`config.mk`:
```
export PLATFORM = sky130hd
export DESIGN_NAME = demodTop
export DESIGN_NICKNAME = d
export VERILOG_FILES = /design/src/hdl/demodPkg.sv /design/src/hdl/regBusIf.sv /design/src/hdl/demodRegs.sv /design/src/hdl/falseLockDetector.sv /design/src/hdl/dacSelector.sv /design/src/hdl/demodTop.sv
export SDC_FILE = /design/constraint.sdc
export NUM_CORES = 1
export LEC_CHECK = 0
export ABC_CLOCK_PERIOD_IN_PS = 10000
export BUFFER_PORTS_ARGS = -buffer_cell sky130_fd_sc_hd__buf_2
export CELL_PAD_IN_SITES_DETAIL_PLACEMENT = 0
export CELL_PAD_IN_SITES_GLOBAL_PLACEMENT = 1
export CORE_ASPECT_RATIO = 1.75
export CORE_MARGIN = 2
export CORE_UTILIZATION = 35
export DETAILED_ROUTE_END_ITERATION = 8
export HOLD_SLACK_MARGIN = 0.05
export PLACE_DENSITY = 0.68
export RECOVER_POWER = 100
export SYNTH_ARGS = -nofsm -noshare
export SYNTH_HDL_FRONTEND = slang
export SYNTH_HIERARCHICAL = 1
export SYNTH_SLANG_ARGS = --single-unit
```
`constraint.sdc`:
```
create_clock -name clk -period 10 [get_ports clk]
set_input_delay 1.5 -clock clk [delete_from_list [all_inputs] [get_ports clk]]
set_output_delay 1.5 -clock clk [all_outputs]
set_load 0.02 [all_outputs]
```
`src/hdl/demodPkg.sv`:
```
package demodPkg;

    // Signed error sample width on the datapath side
    localparam int SampleWidth = 16;

    // Byte offsets from the register block base
    localparam logic [11:0] RegCtrlOfs   = 12'h000;
    localparam logic [11:0] RegDacSelOfs = 12'h004;
    localparam logic [11:0] RegLockOfs   = 12'h008;

    typedef enum logic [2:0] {
        ModeAm,
        ModeFm,
        ModePm,
        ModeBpsk,
        ModeQpsk,
        ModeOqpsk,
        ModeFsk,
        ModeIdle
    } demodModeT;

    typedef enum logic [1:0] {
        SyncNrzL,
        SyncNrzM,
        SyncBiphase,
        SyncOff
    } bitsyncModeT;

    // Probe sources where codes 5..15 give mid-scale
    typedef enum logic [3:0] {
        SrcFreqError  = 4'd0,
        SrcPhaseError = 4'd1,
        SrcMagnitude  = 4'd2,
        SrcLockAvg    = 4'd3,
        SrcThreshold  = 4'd4
    } dacSourceT;

endpackage

```
`src/hdl/regBusIf.sv`:
```
`timescale 1ns/1ps

interface regBusIf;

    logic [11:0] addr;
    logic [31:0] dataIn;
    logic [31:0] dataOut;
    logic        cs;
    logic [3:0]  wr;    // Byte lane strobes

    modport host (
        output addr,
        output dataIn,
        output cs,
        output wr,
        input  dataOut
    );

    modport regs (
        input  addr,
        input  dataIn,
        input  cs,
        input  wr,
        output dataOut
    );

endinterface

```
`src/hdl/demodRegs.sv`:
```
`timescale 1ns/1ps

module demodRegs #(
    parameter logic [11:0] BaseAddr = 12'h100
) (
    input  logic                   clk,
    input  logic                   rstN,
    regBusIf.regs                  bus,
    input  logic                   highFreqOffset,
    output demodPkg::demodModeT    demodMode,
    output demodPkg::bitsyncModeT  bitsyncMode,
    output demodPkg::dacSourceT    dac0Select,
    output demodPkg::dacSourceT    dac1Select,
    output demodPkg::dacSourceT    dac2Select,
    output logic [15:0]            falseLockAlpha,
    output logic [15:0]            falseLockThreshold
);

    localparam logic [11:0] CtrlAddr   = BaseAddr + demodPkg::RegCtrlOfs;
    localparam logic [11:0] DacSelAddr = BaseAddr + demodPkg::RegDacSelOfs;
    localparam logic [11:0] LockAddr   = BaseAddr + demodPkg::RegLockOfs;

    logic ctrlHit;
    logic dacSelHit;
    logic lockHit;

    assign ctrlHit   = bus.cs && (bus.addr == CtrlAddr);
    assign dacSelHit = bus.cs && (bus.addr == DacSelAddr);
    assign lockHit   = bus.cs && (bus.addr == LockAddr);

    always_ff @(posedge clk or negedge rstN) begin
        if (!rstN) begin
            demodMode          <= demodPkg::ModeAm;
            bitsyncMode        <= demodPkg::SyncNrzL;
            dac0Select         <= demodPkg::SrcFreqError;
            dac1Select         <= demodPkg::SrcFreqError;
            dac2Select         <= demodPkg::SrcFreqError;
            falseLockAlpha     <= '0;
            falseLockThreshold <= '0;
        end else begin
            if (ctrlHit) begin
                if (bus.wr[0])
                    demodMode <= demodPkg::demodModeT'(bus.dataIn[2:0]);
                if (bus.wr[2])
                    bitsyncMode <= demodPkg::bitsyncModeT'(bus.dataIn[17:16]);
            end
            if (dacSelHit) begin
                if (bus.wr[0])
                    dac0Select <= demodPkg::dacSourceT'(bus.dataIn[3:0]);
                if (bus.wr[1])
                    dac1Select <= demodPkg::dacSourceT'(bus.dataIn[11:8]);
                if (bus.wr[2])
                    dac2Select <= demodPkg::dacSourceT'(bus.dataIn[19:16]);
            end
            if (lockHit) begin
                if (bus.wr[0])
                    falseLockAlpha[7:0] <= bus.dataIn[7:0];
                if (bus.wr[1])
                    falseLockAlpha[15:8] <= bus.dataIn[15:8];
                if (bus.wr[2])
                    falseLockThreshold[7:0] <= bus.dataIn[23:16];
                if (bus.wr[3])
                    falseLockThreshold[15:8] <= bus.dataIn[31:24];
            end
        end
    end

    // Read back with live status in the control word
    always_comb begin
        bus.dataOut = 32'h0;
        if (bus.cs) begin
            case (bus.addr)
                CtrlAddr:
                    bus.dataOut = {highFreqOffset, 13'h0, bitsyncMode, 13'h0, demodMode};
                DacSelAddr:
                    bus.dataOut = {12'h0, dac2Select, 4'h0, dac1Select, 4'h0, dac0Select};
                LockAddr:
                    bus.dataOut = {falseLockThreshold, falseLockAlpha};
                default:
                    bus.dataOut = 32'h0;
            endcase
        end
    end

endmodule

```
`src/hdl/falseLockDetector.sv`:
```
`timescale 1ns/1ps

module falseLockDetector (
    input  logic                                 clk,
    input  logic                                 rstN,
    input  logic                                 sampleValid,
    input  logic signed [demodPkg::SampleWidth-1:0] freqError,
    input  logic [15:0]                          falseLockAlpha,
    input  logic [15:0]                          falseLockThreshold,
    output logic [15:0]                          magnitude,
    output logic [15:0]                          lockAvg,
    output logic                                 highFreqOffset
);

    logic signed [31:0] avgDiff;
    logic signed [31:0] avgProduct;
    logic signed [31:0] avgNext;

    // Absolute value that clips the most negative code to full scale
    always_comb begin
        if (freqError == 16'sh8000)
            magnitude = 16'h7fff;
        else if (freqError < 0)
            magnitude = 16'(-freqError);
        else
            magnitude = 16'(freqError);
    end

    // avg += ((mag - avg) * alpha) >>> 16
    always_comb begin
        avgDiff    = $signed({16'h0, magnitude}) - $signed({16'h0, lockAvg});
        avgProduct = avgDiff * $signed({16'h0, falseLockAlpha});  // Fits in 32 bits
        avgNext    = $signed({16'h0, lockAvg}) + (avgProduct >>> 16);
    end

    always_ff @(posedge clk or negedge rstN) begin
        if (!rstN) begin
            lockAvg <= '0;
        end else if (sampleValid) begin
            lockAvg <= avgNext[15:0];
        end
    end

    // Flag trails the average by one clock
    always_ff @(posedge clk or negedge rstN) begin
        if (!rstN) begin
            highFreqOffset <= 1'b0;
        end else begin
            highFreqOffset <= lockAvg > falseLockThreshold;
        end
    end

endmodule

```
`src/hdl/dacSelector.sv`:
```
`timescale 1ns/1ps

module dacSelector (
    input  logic                clk,
    input  logic                rstN,
    input  demodPkg::dacSourceT dac0Select,
    input  demodPkg::dacSourceT dac1Select,
    input  demodPkg::dacSourceT dac2Select,
    input  logic signed [15:0]  freqError,
    input  logic signed [15:0]  phaseError,
    input  logic [15:0]         magnitude,
    input  logic [15:0]         lockAvg,
    input  logic [15:0]         falseLockThreshold,
    output logic [15:0]         dac0,
    output logic [15:0]         dac1,
    output logic [15:0]         dac2
);

    // Source mux followed by two's complement to offset binary
    function automatic logic [15:0] probeCode(input demodPkg::dacSourceT sel);
        logic [15:0] src;
        case (sel)
            demodPkg::SrcFreqError:  src = freqError;
            demodPkg::SrcPhaseError: src = phaseError;
            demodPkg::SrcMagnitude:  src = magnitude;
            demodPkg::SrcLockAvg:    src = lockAvg;
            demodPkg::SrcThreshold:  src = falseLockThreshold;
            default:                 src = 16'h0;   // Mid-scale
        endcase
        return {~src[15], src[14:0]};
    endfunction

    always_ff @(posedge clk or negedge rstN) begin
        if (!rstN) begin
            dac0 <= 16'h8000;
            dac1 <= 16'h8000;
            dac2 <= 16'h8000;
        end else begin
            dac0 <= probeCode(dac0Select);
            dac1 <= probeCode(dac1Select);
            dac2 <= probeCode(dac2Select);
        end
    end

endmodule

```
`src/hdl/demodTop.sv`:
```
`timescale 1ns/1ps

module demodTop #(
    parameter logic [11:0] BaseAddr = 12'h100
) (
    input  logic                                 clk,
    input  logic                                 rstN,
    input  logic [11:0]                          addr,
    input  logic [31:0]                          dataIn,
    output logic [31:0]                          dataOut,
    input  logic                                 cs,
    input  logic                                 wr0,
    input  logic                                 wr1,
    input  logic                                 wr2,
    input  logic                                 wr3,
    input  logic                                 sampleValid,
    input  logic signed [demodPkg::SampleWidth-1:0] freqError,
    input  logic signed [demodPkg::SampleWidth-1:0] phaseError,
    output demodPkg::demodModeT                  demodMode,
    output demodPkg::bitsyncModeT                bitsyncMode,
    output logic                                 highFreqOffset,
    output logic [15:0]                          dac0,
    output logic [15:0]                          dac1,
    output logic [15:0]                          dac2
);

    demodPkg::dacSourceT dac0Select;
    demodPkg::dacSourceT dac1Select;
    demodPkg::dacSourceT dac2Select;
    logic [15:0]         falseLockAlpha;
    logic [15:0]         falseLockThreshold;
    logic [15:0]         magnitude;
    logic [15:0]         lockAvg;

    regBusIf bus ();

    // Host side of the register bus
    assign bus.addr   = addr;
    assign bus.dataIn = dataIn;
    assign bus.cs     = cs;
    assign bus.wr     = {wr3, wr2, wr1, wr0};
    assign dataOut    = bus.dataOut;

    demodRegs #(
        .BaseAddr(BaseAddr)
    ) u_demodRegs (
        .clk               (clk),
        .rstN              (rstN),
        .bus               (bus),
        .highFreqOffset    (highFreqOffset),
        .demodMode         (demodMode),
        .bitsyncMode       (bitsyncMode),
        .dac0Select        (dac0Select),
        .dac1Select        (dac1Select),
        .dac2Select        (dac2Select),
        .falseLockAlpha    (falseLockAlpha),
        .falseLockThreshold(falseLockThreshold)
    );

    falseLockDetector u_falseLockDetector (
        .clk               (clk),
        .rstN              (rstN),
        .sampleValid       (sampleValid),
        .freqError         (freqError),
        .falseLockAlpha    (falseLockAlpha),
        .falseLockThreshold(falseLockThreshold),
        .magnitude         (magnitude),
        .lockAvg           (lockAvg),
        .highFreqOffset    (highFreqOffset)
    );

    dacSelector u_dacSelector (
        .clk               (clk),
        .rstN              (rstN),
        .dac0Select        (dac0Select),
        .dac1Select        (dac1Select),
        .dac2Select        (dac2Select),
        .freqError         (freqError),
        .phaseError        (phaseError),
        .magnitude         (magnitude),
        .lockAvg           (lockAvg),
        .falseLockThreshold(falseLockThreshold),
        .dac0              (dac0),
        .dac1              (dac1),
        .dac2              (dac2)
    );

endmodule

```
==> impl_metrics.toml <==
[status]
run_status = "complete, but fails checks"
violations = "capacitance limit, slew limit, setup timing"

[floorplanning]
die_w_microns = 177
start_util_pct = 35.4
die_h_microns = 306
die_area_sq_um = 54000
io_pins = 170
rows = 110
core-area_sq_um = 51500

[synthesis]
ys_types = 76
syn_inst = 1977
synth_ff_type = "dfrtp_1"
ys_async_sr_fraction_pct = 100
synth_edf_count = 0
synth_area_sq_um = 18200
syn_nets = 2459
yosysWarnings = 6
synth.ff_latch_count = 114
ys_seq_area_share_pct = 15.7
syn_avg_cell_area_sq_um = 9.23

[sta]
min_period_ns = 11.17
timing_hold_violations_final = 0
finalClockSkew_ns = 0.0124
maxSlewHeadroom_pct = -141
setup_violations = 15
fmax_mhz = 89.5
rsz0062_at_grt = "true"
maxSlewViolCount = 117
min_period_over_period_pct = 112
worst_slack_ns = -1.17
timing.hold.ws_ns = 0.559
max_slew.worst_pin.slew_ns = 3.61

[route]
totalWireLength_microns = 65500
drt_iter0_drc = 695
wl_per_cell_microns = 21.5
viasPerCell = 5.16
num_vias = 15700
route.detailed.drc = 0
final_antenna_net_count = 0
firstDrtPassIters = 5

[critical_path]
crit_top_cell = "fa_1"
slowest_stage = "fa_1"
setup.worst_path.class = "in2reg"
worstPathRequired_ns = 10.31
worst_setup_path_start_kind = "input pin"
cp_slowest_stage_delay_ns = 0.52
r2r-end = "u_falseLockDetector/lockAvg[14]"
reg2reg_from = "u_falseLockDetector/lockAvg[7]"
crit_arrival_ns = 11.48
crit_path_max_fanout = 4
rrSetupSlack_ns = 0.80
crit_start = "freqError[4]"
rr_worst_depth = 40
end_kind = "flip-flop"

[hold_path]
min_from = "u_demodRegs/bitsyncMode[0]"
holdPathStages = 1
min_to = "u_demodRegs/bitsyncMode[0]"
hold_path.class = "reg2reg"

[clock_tree]
clkTransAtPathRegs_ns = 0.06
cts_root_buf = "clkbuf_16"
hold_buffers = 0
clock_latency_ns = 0.44
htree_num_levels = 4
clkSinkCount = 114
cts_buffers = 17
cts_tree = "yes"
clockBufferDepth = 2

[placement]
port_buffers = 169
dp_cells = 2978
dp_slack_ns = -1.88
place.gp.congestion = 0.938
dp_hpwl_microns = 54300

[global_route]
antenna_found_initial = 0
grt_pass1_wl_microns = 100000
grt_pass1_vias = 17800
gr-total-overflow = 0
grt_max_degree = 68
track_usage_pct = 24.9

[final_layout]
antenna-diode-count = 0
final_cells = 3045
drive_above_1_share_pct = 26.0
areaGrowthSynthToFinish_pct = 25.1
fillers = 5209
finalNetCount = 2842

[power]
powerDensity_nw_per_um2 = 140
peakVddDrop_mv = 0.138
leakage_nw = 11.5

[run]
drv_cap = 2
==> power by group <==
part,switching (mW),leakage (nW),internal [mW]
logic,1.09,9.70,0.880
registers,0.0807,1.46,0.504
clock network,0.247,0.294,0.401
total,1.42,11.5,1.78
==> sequential cells by signal (all words and copies together) (netlist names) <==
name and count:
u_demodRegs/dac0Select 4, u_dacSelector/dac2 16, u_falseLockDetector/highFreqOffset 1, u_demodRegs/dac1Select 4, u_falseLockDetector/lockAvg 16, u_dacSelector/dac1 16, u_demodRegs/bitsyncMode 2, u_dacSelector/dac0 16
u_demodRegs/demodMode 3, u_demodRegs/falseLockThreshold 16, u_demodRegs/falseLockAlpha 16, u_demodRegs/dac2Select 4
==> worst max-delay path, delay by kind of cell <==
family,cells,cell delay [ns]
xor gates and xnor gates,3,0.50
and+or+nand+nor,9,2.06
buffers and inverters,6,0.42
AOI/OAI and AO/OA,20,2.81
adders and majority gates,10,4.11
muxes,1,0.08
==> cell usage after synthesis (all sizes together) (3+ instances only) <==
master | instances | area, sq um
and3 | 6 | 37.5
nand2b | 13 | 81.3
xnor2 | 36 | 315
a2111oi | 3 | 45.1
nand2 | 228 | 856
a2bb2oi | 12 | 105
mux2i | 68 | 681
a21oi | 33 | 165
a21o | 7 | 52.6
mux2 | 65 | 751
nor3 | 18 | 90.1
nand3 | 28 | 140
nor4b | 5 | 50.0
or4b | 6 | 67.6
xor2 | 23 | 209
a211oi | 7 | 57.6
nor3b | 3 | 27.5
a221o | 9 | 90.1
fa | 267 | 5350
o211ai | 8 | 60.1
or3 | 10 | 62.6
dfstp | 3 | 78.8
a22oi | 25 | 188
nand4 | 3 | 18.8
o21ai | 49 | 249
nor2b | 25 | 156
nor4 | 15 | 199
buf | 30 | 163
nor2 | 69 | 259
or2 | 13 | 81.3
inv | 396 | 1490
a21boi | 4 | 30.0
ha | 131 | 1640
dfrtp | 111 | 2780
o221ai | 26 | 228
o21bai | 4 | 30.0
o22ai | 5 | 31.3
o31ai | 6 | 58.8
clkbuf | 52 | 206
and2 | 116 | 726
a31oi | 5 | 31.3
o21a | 14 | 105
==> how the worst max path moves through the flow <==
stage               slack (ns)                              end  cells after the start
global route             -1.61  u_falseLockDetector/lockAvg[14]                     47
detailed placement       -1.88  u_falseLockDetector/lockAvg[14]                     49
finish                   -1.17  u_falseLockDetector/lockAvg[14]                     49
CTS                      -1.26  u_falseLockDetector/lockAvg[14]                     50
floorplan                -1.04  u_falseLockDetector/lockAvg[15]                     47
global placement         -1.90  u_falseLockDetector/lockAvg[14]                     41
==> timing repair <==
item,4_1_cts,5_1_grt
pin swaps,85,44
resized for setup,56,54
buffers inserted,26,10
endpoints found under the hold margin,0,0
endpoints found under the setup margin,16,16
==> logic make-up (layout without fill, tap and decap cells) <==
family          after synthesis  count (layout)  synth area share (%)
fa+ha+maj                   398             398                  38.3
simple gates                567             567                  16.1
flops                       114             114                  15.7
compound gates              228             228                  9.04
mux                         133             133                  7.85
buf+inv                     478             874                  10.2
xor+xnor                     59              59                  2.87
==> cell type report <==
| cell class | count | area [sq um] | area share [%] |
|---|---|---|---|
| sequential | 114 | 2860 | 12.5 |
| inverter | 396 | 1490 | 6.52 |
| multi-input combinational | 1385 | 14100 | 61.7 |
| timing repair buffer | 446 | 2940 | 12.9 |
| tap | 672 | 841 | 3.69 |
| clock buffer | 18 | 439 | 1.92 |
| clock inverter | 14 | 179 | 0.784 |
==> per-layer routing <==
| layer | wire [microns] | global-route usage [%] | vias to the layer above |
|---|---|---|---|
| li1 | - | - | 7054 |
| met1 | 21100 | 23.0 | 7983 |
| met2 | 36400 | 48.4 | 461 |
| met3 | 1730 | 2.29 | 226 |
| met4 | 6280 | 19.8 | 0 |
| met5 | 0 | 0 | - |
==> cells in the final DEF (no fill, tap or decap), types with 10 or more instances in the layout <==
cell type,count
dfrtp_1,111
xnor2_1,25
nand3_1,28
o221ai_1,26
nor2_1,60
nor3_1,17
buf_6,10
clkbuf_1,58
inv_1,391
nor2b_1,22
xor2_1,20
fa_1,260
a22oi_1,25
a21oi_1,21
a2bb2oi_1,12
buf_2,112
and2_1,107
o21ai_0,28
nor4_1,10
o21ai_1,11
clkbuf_16,17
mux2_2,58
ha_1,122
nand2_1,226
buf_4,262
nand2b_1,11
a21oi_2,10
o21a_1,13
mux2i_1,68
==> through the flow <==
stage / util (%) / power (mW) / setup TNS, ns / area, sq um
floorplan: - / 1.33 / -8.16 / 18400
global placement: 41.8 / 2.29 / -20.31 / 21500
detailed placement: 41.8 / 2.31 / -21.80 / 21500
CTS: 44.0 / 3.11 / -12.03 / 22700
global route: 44.3 / 3.36 / -16.85 / 22800
finish: 44.3 / 3.20 / -11.29 / 22800
Note: power is estimated with default switching activity, not from simulation.
